<file path="config.mk">
export PLATFORM = sky130hd
export DESIGN_NAME = id_stage
export DESIGN_NICKNAME = d
export VERILOG_FILES = /design/src/hw/id_pkg.sv /design/src/hw/fetch_latch.sv /design/src/hw/inst_decoder.sv /design/src/hw/gpr_file.sv /design/src/hw/branch_unit.sv /design/src/hw/issue_ctrl.sv /design/src/hw/id_stage.sv
export SDC_FILE = /design/constraint.sdc
export NUM_CORES = 2
export LEC_CHECK = 0
export ABC_CLOCK_PERIOD_IN_PS = 16400
export BUFFER_PORTS_ARGS = -buffer_cell sky130_fd_sc_hd__buf_4
export CAP_MARGIN = 20
export CELL_PAD_IN_SITES_DETAIL_PLACEMENT = 0
export CELL_PAD_IN_SITES_GLOBAL_PLACEMENT = 1
export CORE_ASPECT_RATIO = 1.4
export CORE_UTILIZATION = 45
export CTS_CLUSTER_DIAMETER = 100
export CTS_CLUSTER_SIZE = 28
export DETAILED_ROUTE_END_ITERATION = 10
export PLACE_DENSITY_LB_ADDON = 0.1
export SYNTH_ARGS = -nofsm -noshare
export SYNTH_HDL_FRONTEND = slang
export SYNTH_HIERARCHICAL = 1
export SYNTH_SLANG_ARGS = --single-unit
</file>
<file path="constraint.sdc">
create_clock -name i_clk -period 16.4 [get_ports i_clk]
set_clock_uncertainty 0.05 [all_clocks]
set_input_delay 0.82 -clock i_clk [delete_from_list [all_inputs] [get_ports i_clk]]
set_output_delay 0.82 -clock i_clk [all_outputs]
set_load 0.005 [all_outputs]
</file>
<file path="src/hw/id_pkg.sv">
// RV64I subset only; no CSR, load/store or W ops, and opcode values are the standard encodings
package id_pkg;

  localparam int XLEN        = 64;
  localparam int INST_WD     = 32;
  localparam int GPR_ADDR_WD = 5;
  localparam int NUM_GPR     = 32;

  typedef enum logic [6:0] {
    OP_IMM = 7'b0010011,
    OP     = 7'b0110011,
    LUI    = 7'b0110111,
    AUIPC  = 7'b0010111,
    JAL    = 7'b1101111,
    JALR   = 7'b1100111,
    BRANCH = 7'b1100011
  } opcode_e;

  typedef enum logic [3:0] {
    ADD, SUB, SLL, SLT, SLTU, XOR, SRL, SRA, OR, AND,
    PASS_B // lui result
  } alu_op_e;

  // same values as funct3 of the branch group
  typedef enum logic [2:0] {
    BEQ  = 3'b000,
    BNE  = 3'b001,
    BLT  = 3'b100,
    BGE  = 3'b101,
    BLTU = 3'b110,
    BGEU = 3'b111
  } br_func_e;

  typedef enum logic {RS1, PC} src1_sel_e;

  typedef enum logic [1:0] {RS2, IMM, FOUR} src2_sel_e;

  typedef struct packed {
    logic [INST_WD-1:0] inst;
    logic [XLEN-1:0]    pc;
  } fetch_bus_t;

  typedef struct packed {
    alu_op_e   alu_op;
    src1_sel_e src1_sel;
    src2_sel_e src2_sel;
    logic      gpr_wen;
    logic      bren;
    br_func_e  br_func;
    logic      is_jal;
    logic      is_jalr;
    logic      uses_rs1;
    logic      uses_rs2;
    logic      invalid;
  } ctrl_t;

  typedef struct packed {
    logic [XLEN-1:0]        rs1_data;
    logic [XLEN-1:0]        rs2_data;
    logic [XLEN-1:0]        imm;
    logic [XLEN-1:0]        pc;
    logic [GPR_ADDR_WD-1:0] rd;
    alu_op_e                alu_op;
    src1_sel_e              src1_sel;
    src2_sel_e              src2_sel;
    logic                   gpr_wen;
    logic                   invalid;
  } issue_bus_t;

  typedef struct packed {
    logic                   wen;
    logic [GPR_ADDR_WD-1:0] waddr;
    logic [XLEN-1:0]        wdata;
  } wb_bus_t;

  typedef struct packed {
    logic [GPR_ADDR_WD-1:0] es_rd;
    logic [GPR_ADDR_WD-1:0] ms_rd;
    logic [GPR_ADDR_WD-1:0] ws_rd;
  } hazard_rd_t;

  typedef struct packed {
    logic            taken;
    logic [XLEN-1:0] target;
  } redirect_t;

endpackage

</file>
<file path="src/hw/fetch_latch.sv">
// holds one instruction; the bus loads only when fetch valid meets allowin
`timescale 1ns/10ps

module fetch_latch
  import id_pkg::*;
(
  input  logic       i_clk,
  input  logic       i_rst_n,
  input  logic       i_fs_to_ds_valid,
  input  fetch_bus_t i_fs_to_ds_bus,
  input  logic       i_ready_go,
  input  logic       i_es_allowin,
  output logic       o_ds_allowin,
  output logic       o_ds_valid,
  output fetch_bus_t o_fetch
);

  logic       ds_valid;
  fetch_bus_t fetch_q;

  // empty, or the held one leaves this cycle
  assign o_ds_allowin = !ds_valid || (i_ready_go && i_es_allowin);

  always_ff @(posedge i_clk or negedge i_rst_n) begin
    if (!i_rst_n) begin
      ds_valid <= 1'b0;
      fetch_q  <= '0;
    end else begin
      if (o_ds_allowin) begin
        ds_valid <= i_fs_to_ds_valid;
      end
      if (i_fs_to_ds_valid && o_ds_allowin) begin
        fetch_q <= i_fs_to_ds_bus;
      end
    end
  end

  assign o_ds_valid = ds_valid;
  assign o_fetch    = fetch_q;

  // stalled instruction must not change under the decoder
  a_hold_stable: assert property (@(posedge i_clk) disable iff (!i_rst_n)
    (ds_valid && !o_ds_allowin) |=> $stable(fetch_q));

endmodule

</file>
<file path="src/hw/inst_decoder.sv">
// OP, OP-IMM, LUI, AUIPC, JAL, JALR, branches; shift immediates carry the 6-bit shamt only
`timescale 1ns/10ps

module inst_decoder
  import id_pkg::*;
(
  input  logic [INST_WD-1:0]     i_inst,
  output ctrl_t                  o_ctrl,
  output logic [GPR_ADDR_WD-1:0] o_rs1,
  output logic [GPR_ADDR_WD-1:0] o_rs2,
  output logic [GPR_ADDR_WD-1:0] o_rd,
  output logic [XLEN-1:0]        o_imm
);

  opcode_e         opcode;
  logic [2:0]      funct3;
  logic [6:0]      funct7;
  logic [XLEN-1:0] imm_i;
  logic [XLEN-1:0] imm_u;
  logic [XLEN-1:0] imm_b;
  logic [XLEN-1:0] imm_j;
  logic [XLEN-1:0] imm_sh;

  assign opcode = opcode_e'(i_inst[6:0]);
  assign funct3 = i_inst[14:12];
  assign funct7 = i_inst[31:25];

  assign o_rd  = i_inst[11:7];
  assign o_rs1 = i_inst[19:15];
  assign o_rs2 = i_inst[24:20];

  assign imm_i  = {{(XLEN-12){i_inst[31]}}, i_inst[31:20]};
  assign imm_u  = {{(XLEN-32){i_inst[31]}}, i_inst[31:12], 12'b0};
  assign imm_b  = {{(XLEN-12){i_inst[31]}}, i_inst[7], i_inst[30:25], i_inst[11:8], 1'b0};
  assign imm_j  = {{(XLEN-20){i_inst[31]}}, i_inst[19:12], i_inst[20], i_inst[30:21], 1'b0};
  assign imm_sh = {{(XLEN-6){1'b0}}, i_inst[25:20]};

  // alt picks SUB for 000 and SRA for 101
  function automatic alu_op_e f3_to_alu(input logic [2:0] f3, input logic alt);
    case (f3)
      3'b000:  return alt ? SUB : ADD;
      3'b001:  return SLL;
      3'b010:  return SLT;
      3'b011:  return SLTU;
      3'b100:  return XOR;
      3'b101:  return alt ? SRA : SRL;
      3'b110:  return OR;
      default: return AND;
    endcase
  endfunction

  always_comb begin
    o_ctrl          = '0;
    o_ctrl.alu_op   = ADD;
    o_ctrl.src1_sel = RS1;
    o_ctrl.src2_sel = RS2;
    o_ctrl.br_func  = br_func_e'(funct3);
    o_imm           = '0;
    case (opcode)
      OP_IMM: begin
        o_ctrl.alu_op   = f3_to_alu(funct3, (funct3 == 3'b101) && i_inst[30]);
        o_ctrl.src2_sel = IMM;
        o_ctrl.gpr_wen  = 1'b1;
        o_ctrl.uses_rs1 = 1'b1;
        o_imm           = (funct3[1:0] == 2'b01) ? imm_sh : imm_i; // slli/srli/srai
      end
      OP: begin
        o_ctrl.alu_op   = f3_to_alu(funct3, funct7[5]);
        o_ctrl.gpr_wen  = 1'b1;
        o_ctrl.uses_rs1 = 1'b1;
        o_ctrl.uses_rs2 = 1'b1;
        if (!(funct7 == 7'b0000000 ||
              (funct7 == 7'b0100000 && (funct3 == 3'b000 || funct3 == 3'b101)))) begin
          o_ctrl.invalid = 1'b1;
        end
      end
      LUI: begin
        o_ctrl.alu_op   = PASS_B;
        o_ctrl.src2_sel = IMM;
        o_ctrl.gpr_wen  = 1'b1;
        o_imm           = imm_u;
      end
      AUIPC: begin
        o_ctrl.src1_sel = PC;
        o_ctrl.src2_sel = IMM;
        o_ctrl.gpr_wen  = 1'b1;
        o_imm           = imm_u;
      end
      JAL: begin
        o_ctrl.src1_sel = PC; // link = pc + 4
        o_ctrl.src2_sel = FOUR;
        o_ctrl.gpr_wen  = 1'b1;
        o_ctrl.is_jal   = 1'b1;
        o_imm           = imm_j;
      end
      JALR: begin
        o_ctrl.src1_sel = PC;
        o_ctrl.src2_sel = FOUR;
        o_ctrl.gpr_wen  = 1'b1;
        o_ctrl.is_jalr  = 1'b1;
        o_ctrl.uses_rs1 = 1'b1;
        o_imm           = imm_i;
      end
      BRANCH: begin
        o_ctrl.bren     = 1'b1;
        o_ctrl.uses_rs1 = 1'b1;
        o_ctrl.uses_rs2 = 1'b1;
        o_imm           = imm_b;
      end
      default: o_ctrl.invalid = 1'b1;
    endcase
    if (o_ctrl.invalid) begin
      o_ctrl.gpr_wen  = 1'b0;
      o_ctrl.bren     = 1'b0;
      o_ctrl.is_jal   = 1'b0;
      o_ctrl.is_jalr  = 1'b0;
      o_ctrl.uses_rs1 = 1'b0;
      o_ctrl.uses_rs2 = 1'b0;
    end
  end

endmodule

</file>
<file path="src/hw/gpr_file.sv">
// 32x64 registers, no write-to-read bypass; a write is visible from the next cycle on
`timescale 1ns/10ps

module gpr_file
  import id_pkg::*;
(
  input  logic                   i_clk,
  input  logic                   i_rst_n,
  input  logic [GPR_ADDR_WD-1:0] i_raddr1,
  input  logic [GPR_ADDR_WD-1:0] i_raddr2,
  output logic [XLEN-1:0]        o_rdata1,
  output logic [XLEN-1:0]        o_rdata2,
  input  wb_bus_t                i_wb
);

  logic [XLEN-1:0] regs [NUM_GPR];

  always_ff @(posedge i_clk or negedge i_rst_n) begin
    if (!i_rst_n) begin
      for (int i = 0; i < NUM_GPR; i++) begin
        regs[i] <= '0;
      end
    end else if (i_wb.wen && i_wb.waddr != '0) begin // x0 stays zero
      regs[i_wb.waddr] <= i_wb.wdata;
    end
  end

  assign o_rdata1 = regs[i_raddr1];
  assign o_rdata2 = regs[i_raddr2];

  // x0 holds zero across any writeback traffic
  a_x0_zero: assert property (@(posedge i_clk) disable iff (!i_rst_n)
    regs[0] == '0);

endmodule

</file>
<file path="src/hw/branch_unit.sv">
// jalr target has bit 0 cleared; o_link is for checking, execute forms the link itself
`timescale 1ns/10ps

module branch_unit
  import id_pkg::*;
(
  input  ctrl_t           i_ctrl,
  input  logic [XLEN-1:0] i_rs1_data,
  input  logic [XLEN-1:0] i_rs2_data,
  input  logic [XLEN-1:0] i_pc,
  input  logic [XLEN-1:0] i_imm,
  output logic            o_taken,
  output logic [XLEN-1:0] o_target,
  output logic [XLEN-1:0] o_link
);

  logic            cond;
  logic [XLEN-1:0] jalr_sum;
  logic [XLEN-1:0] link_src1;
  logic [XLEN-1:0] link_src2;

  always_comb begin
    case (i_ctrl.br_func)
      BEQ:     cond = i_rs1_data == i_rs2_data;
      BNE:     cond = i_rs1_data != i_rs2_data;
      BLT:     cond = $signed(i_rs1_data) < $signed(i_rs2_data);
      BGE:     cond = $signed(i_rs1_data) >= $signed(i_rs2_data);
      BLTU:    cond = i_rs1_data < i_rs2_data;
      BGEU:    cond = i_rs1_data >= i_rs2_data;
      default: cond = 1'b0; // funct3 010/011
    endcase
  end

  assign jalr_sum = i_rs1_data + i_imm;

  assign o_taken  = (i_ctrl.bren && cond) || i_ctrl.is_jal || i_ctrl.is_jalr;
  assign o_target = i_ctrl.is_jalr ? {jalr_sum[XLEN-1:1], 1'b0} : i_pc + i_imm;
  assign o_link   = i_pc + XLEN'(4);

  // what execute will compute from the decoder's selects
  assign link_src1 = (i_ctrl.src1_sel == PC) ? i_pc : i_rs1_data;
  assign link_src2 = (i_ctrl.src2_sel == FOUR) ? XLEN'(4) : i_imm;

  always_comb begin
    if (i_ctrl.is_jal || i_ctrl.is_jalr) begin
      a_link_sel: assert (i_ctrl.alu_op == ADD && link_src1 + link_src2 == o_link);
    end
  end

endmodule

</file>
<file path="src/hw/issue_ctrl.sv">
// stalls on any nonzero later-stage rd matching a used source; no forwarding
`timescale 1ns/10ps

module issue_ctrl
  import id_pkg::*;
(
  input  logic                   i_ds_valid,
  input  ctrl_t                  i_ctrl,
  input  logic [GPR_ADDR_WD-1:0] i_rs1,
  input  logic [GPR_ADDR_WD-1:0] i_rs2,
  input  logic [GPR_ADDR_WD-1:0] i_rd,
  input  hazard_rd_t             i_hazard_rd,
  input  logic [XLEN-1:0]        i_rs1_data,
  input  logic [XLEN-1:0]        i_rs2_data,
  input  logic [XLEN-1:0]        i_imm,
  input  logic [XLEN-1:0]        i_pc,
  input  logic                   i_taken,
  input  logic [XLEN-1:0]        i_target,
  output logic                   o_ready_go,
  output logic                   o_ds_to_es_valid,
  output issue_bus_t             o_ds_to_es_bus,
  output redirect_t              o_redirect
);

  logic raw_stall;

  function automatic logic raw_hit(input logic [GPR_ADDR_WD-1:0] busy_rd);
    return (busy_rd != '0) &&
           ((i_ctrl.uses_rs1 && busy_rd == i_rs1) || (i_ctrl.uses_rs2 && busy_rd == i_rs2));
  endfunction

  assign raw_stall = raw_hit(i_hazard_rd.es_rd) || raw_hit(i_hazard_rd.ms_rd) ||
                     raw_hit(i_hazard_rd.ws_rd);

  assign o_ready_go       = !raw_stall;
  assign o_ds_to_es_valid = i_ds_valid && o_ready_go;

  assign o_ds_to_es_bus.rs1_data = i_rs1_data;
  assign o_ds_to_es_bus.rs2_data = i_rs2_data;
  assign o_ds_to_es_bus.imm      = i_imm;
  assign o_ds_to_es_bus.pc       = i_pc;
  assign o_ds_to_es_bus.rd       = i_rd;
  assign o_ds_to_es_bus.alu_op   = i_ctrl.alu_op;
  assign o_ds_to_es_bus.src1_sel = i_ctrl.src1_sel;
  assign o_ds_to_es_bus.src2_sel = i_ctrl.src2_sel;
  assign o_ds_to_es_bus.gpr_wen  = i_ctrl.gpr_wen;
  assign o_ds_to_es_bus.invalid  = i_ctrl.invalid;

  // held while execute back-pressures, fetch keeps steering
  assign o_redirect.taken  = o_ds_to_es_valid && i_taken;
  assign o_redirect.target = i_target;

  // decoder must have cleared jump/branch enables on an invalid opcode
  always_comb begin
    if (o_redirect.taken) begin
      a_redirect_issued: assert (o_ds_to_es_valid && !i_ctrl.invalid);
    end
  end

endmodule

</file>
<file path="src/hw/id_stage.sv">
// decode stage; fetch must drop its own wrong-path instruction when o_redirect.taken is high
`timescale 1ns/10ps

module id_stage
  import id_pkg::*;
(
  input  logic       i_clk,
  input  logic       i_rst_n,
  // from fetch
  input  logic       i_fs_to_ds_valid,
  input  fetch_bus_t i_fs_to_ds_bus,
  output logic       o_ds_allowin,
  // to execute
  input  logic       i_es_allowin,
  output logic       o_ds_to_es_valid,
  output issue_bus_t o_ds_to_es_bus,
  // from later stages
  input  wb_bus_t    i_wb,
  input  hazard_rd_t i_hazard_rd,
  output redirect_t  o_redirect
);

  logic                   ds_valid;
  fetch_bus_t             ds_fetch;
  logic                   ready_go;
  ctrl_t                  ctrl;
  logic [GPR_ADDR_WD-1:0] rs1;
  logic [GPR_ADDR_WD-1:0] rs2;
  logic [GPR_ADDR_WD-1:0] rd;
  logic [XLEN-1:0]        imm;
  logic [XLEN-1:0]        rs1_data;
  logic [XLEN-1:0]        rs2_data;
  logic                   br_taken;
  logic [XLEN-1:0]        br_target;

  fetch_latch u_fetch_latch (
    .i_clk            (i_clk),
    .i_rst_n          (i_rst_n),
    .i_fs_to_ds_valid (i_fs_to_ds_valid),
    .i_fs_to_ds_bus   (i_fs_to_ds_bus),
    .i_ready_go       (ready_go),
    .i_es_allowin     (i_es_allowin),
    .o_ds_allowin     (o_ds_allowin),
    .o_ds_valid       (ds_valid),
    .o_fetch          (ds_fetch)
  );

  inst_decoder u_inst_decoder (
    .i_inst (ds_fetch.inst),
    .o_ctrl (ctrl),
    .o_rs1  (rs1),
    .o_rs2  (rs2),
    .o_rd   (rd),
    .o_imm  (imm)
  );

  gpr_file u_gpr_file (
    .i_clk    (i_clk),
    .i_rst_n  (i_rst_n),
    .i_raddr1 (rs1),
    .i_raddr2 (rs2),
    .o_rdata1 (rs1_data),
    .o_rdata2 (rs2_data),
    .i_wb     (i_wb)
  );

  branch_unit u_branch_unit (
    .i_ctrl     (ctrl),
    .i_rs1_data (rs1_data),
    .i_rs2_data (rs2_data),
    .i_pc       (ds_fetch.pc),
    .i_imm      (imm),
    .o_taken    (br_taken),
    .o_target   (br_target),
    .o_link     () // execute rebuilds the link from pc and FOUR
  );

  issue_ctrl u_issue_ctrl (
    .i_ds_valid       (ds_valid),
    .i_ctrl           (ctrl),
    .i_rs1            (rs1),
    .i_rs2            (rs2),
    .i_rd             (rd),
    .i_hazard_rd      (i_hazard_rd),
    .i_rs1_data       (rs1_data),
    .i_rs2_data       (rs2_data),
    .i_imm            (imm),
    .i_pc             (ds_fetch.pc),
    .i_taken          (br_taken),
    .i_target         (br_target),
    .o_ready_go       (ready_go),
    .o_ds_to_es_valid (o_ds_to_es_valid),
    .o_ds_to_es_bus   (o_ds_to_es_bus),
    .o_redirect       (o_redirect)
  );

endmodule

</file>
==> results.cfg <==
[placed_design]
placed_cell_area_um2 = 130000
dp.cells = 13300
dpl_worst_slack_ns = 6.92
detailed_place_hpwl_um = 320000
io_buffers = 521
gp_congestion = 0.911

[clock_network]
cts_tree = yes
htree_num_levels = 3
cts_resized = 0
cts_setup_buffers = 0
cts_inserted_buffers = 93
clockBufferDepth = 3
clkLatencyLatePin_ns = 0.83
root_buffer = clkbuf_16
cts-hold-fix-buffers = 1
path_clk_slew_ns = 0.12
cts_sinks = 2145

[floorplanning]
placement_rows = 230
io_pins = 522
die_w_um = 450
dieArea_um2 = 284000
die-height_um = 630
initial_utilization = 0.452
core_area_um2 = 280000

[setup_path]
critPathLaunchType = register
reg2reg_depth = 10
worstPathArrival_ns = 9.72
crit_start = u_fetch_latch/o_fetch[81]$_DFFE_PN0P_
crit_fanout = 69
worst-setup-path-type = reg -> out
critPathCaptureType = output port
endpoint = o_redirect[64]
r2r_end = u_fetch_latch/o_fetch[59]$_DFFE_PN0P_
critPathRequiredTime_ns = 15.53
r2r_slack_ns = 11.48
reg2reg_from = u_fetch_latch/o_fetch[81]$_DFFE_PN0P_

[drt]
drt_pass1_iterations = 11
ant_nets = 0
dr.first_iter.drc_count = 9275
wl_um = 512000
viasPerCell = 6.71
post-route-drc-count = 380
vias = 90100
wl_per_cell_um = 38.1

[min_path]
holdPathStages = 3
hold_path.class = in -> reg

[sta]
hold_violations = 0
rsz0062_at_grt = no
setup_viol = 0
layout_min_cycle_time_ns = 10.59
tightest_slew_ns = 1.21
tns_ns = 0
worst_slack_ns = 5.81
fin_crit_sh = 0.645
timing.hold.ws_ns = 0.221
max_freq_mhz = 94.5
slew_violations = 0
maxSlewHeadroom = 0.189

[global_route]
antenna_found_initial = 45
grt_pass1_wl_um = 717000
gr-total-overflow = 0
grt_max_degree = 159
grt_pass1_vias = 91500
grtUsageTotal = 0.354

[power_and_ir_drop]
power_mw = 15.5
power.density_nw_per_um2 = 116
p_leak_nw = 58.4
ir_drop_mv = 0.0901

[logic_synthesis]
syn_avg_cell_area_um2 = 12.5
yosys_warnings = 6
postSynthCellCount = 10200
synth.cell_area_um2 = 127000
syn_nets = 10600

[run_status]
violations = DRC
outcome = finished with violations

[cells_and_area]
stdcell_count = 13400
multi_input_area_um2 = 65100
fin_nets = 10100
postLayoutCoreUtil = 0.475
seq_area_um2 = 53700
drive_above_1_share = 0.368
area_growth_pct = 5.10
fillers = 25100
finalInstanceArea_um2 = 133000

[run]
cap_violations = 0
[worst max-delay path: stages (launching register included)]
cell     delay, ns
dfrtp_4       0.94
buf_12        0.49
buf_4         0.74
buf_4         0.76
mux4_2        0.40
a22oi_1       0.21
nand4_1       0.97
ha_1          0.75
nand4_1       0.13
nor3_1        0.50
nand4_1       0.35
nor3_1        0.60
nor2b_1       0.14
nand2_1       0.10
o31ai_1       0.07
a22oi_1       0.18
mux2i_1       0.13
o21ai_0       0.65
buf_4         0.25
nand2_1       0.06
nor3_2        0.13
buf_4         0.14
[cells in the final DEF, fill, tap and decap left out, types with 12 or more instances in the layout]
cell	count
o22ai_1	18
mux2i_1	940
nor2_1	118
a21o_1	92
inv_1	214
o211ai_1	20
a211oi_1	22
diode_2	22
nor2_4	22
buf_4	735
o32ai_2	40
a31oi_1	23
xor2_1	71
clkbuf_16	93
nand2b_1	23
o21ai_0	128
nand2_1	328
mux4_2	562
a22oi_1	622
nand4_1	173
nor2b_1	21
dfrtp_1	2135
nor2b_4	13
o21bai_1	34
nor3_1	33
nor4_1	12
nand3_1	265
a21oi_1	288
buf_12	26
mux2_1	44
and2_1	23
ha_1	189
xnor2_1	74
o32ai_1	62
mux2_2	1948
a22o_1	14
and3_1	14
[flip-flops by register name, indices dropped and copies added (netlist names)]
signal,flops
u_fetch_latch/o_fetch,96
u_fetch_latch/o_ds_valid,1
u_gpr_file/regs,2048
[how the worst min path moves through the flow]
stage               slack (ns)                         startpoint                               endpoint
finish                    0.22                 i_fs_to_ds_bus[11]  u_fetch_latch/o_fetch[11]$_DFFE_PN0P_
floorplan                 0.39  u_gpr_file/regs[1989]$_DFFE_PN0P_      u_gpr_file/regs[1989]$_DFFE_PN0P_
CTS                       0.17                 i_fs_to_ds_bus[11]  u_fetch_latch/o_fetch[11]$_DFFE_PN0P_
global route              0.21                 i_fs_to_ds_bus[69]  u_fetch_latch/o_fetch[69]$_DFFE_PN0P_
global placement          0.33  u_gpr_file/regs[2034]$_DFFE_PN0P_      u_gpr_file/regs[2034]$_DFFE_PN0P_
detailed placement        0.33  u_gpr_file/regs[2001]$_DFFE_PN0P_      u_gpr_file/regs[2001]$_DFFE_PN0P_
[report_power, final]
group	leakage, nW	internal [mW]	switching [mW]
sequential	27.4	6.27	0.834
clock	1.34	1.13	1.88
combinational	29.6	2.41	2.94
[per-layer routing]
metal / track usage / wire [um] / up-vias
met5: 0 / 181 / -
met4: 0.207 / 34900 / 28
met3: 0.0678 / 37900 / 1148
met2: 0.572 / 241000 / 4188
met1: 0.441 / 198000 / 48100
li1: - / - / 36700
[final cells by class]
| type | instances | area share |
|---|---|---|
| multi-input combinational | 6457 | 0.489 |
| sequential | 2145 | 0.403 |
| timing repair buffer | 766 | 0.0460 |
| tap | 3712 | 0.0349 |
| clock buffer | 97 | 0.0177 |
| inverter | 215 | 0.00606 |
| clock inverter | 25 | 0.00312 |
| antenna | 22 | 0.000413 |
Power figures use the tool's default switching activity.
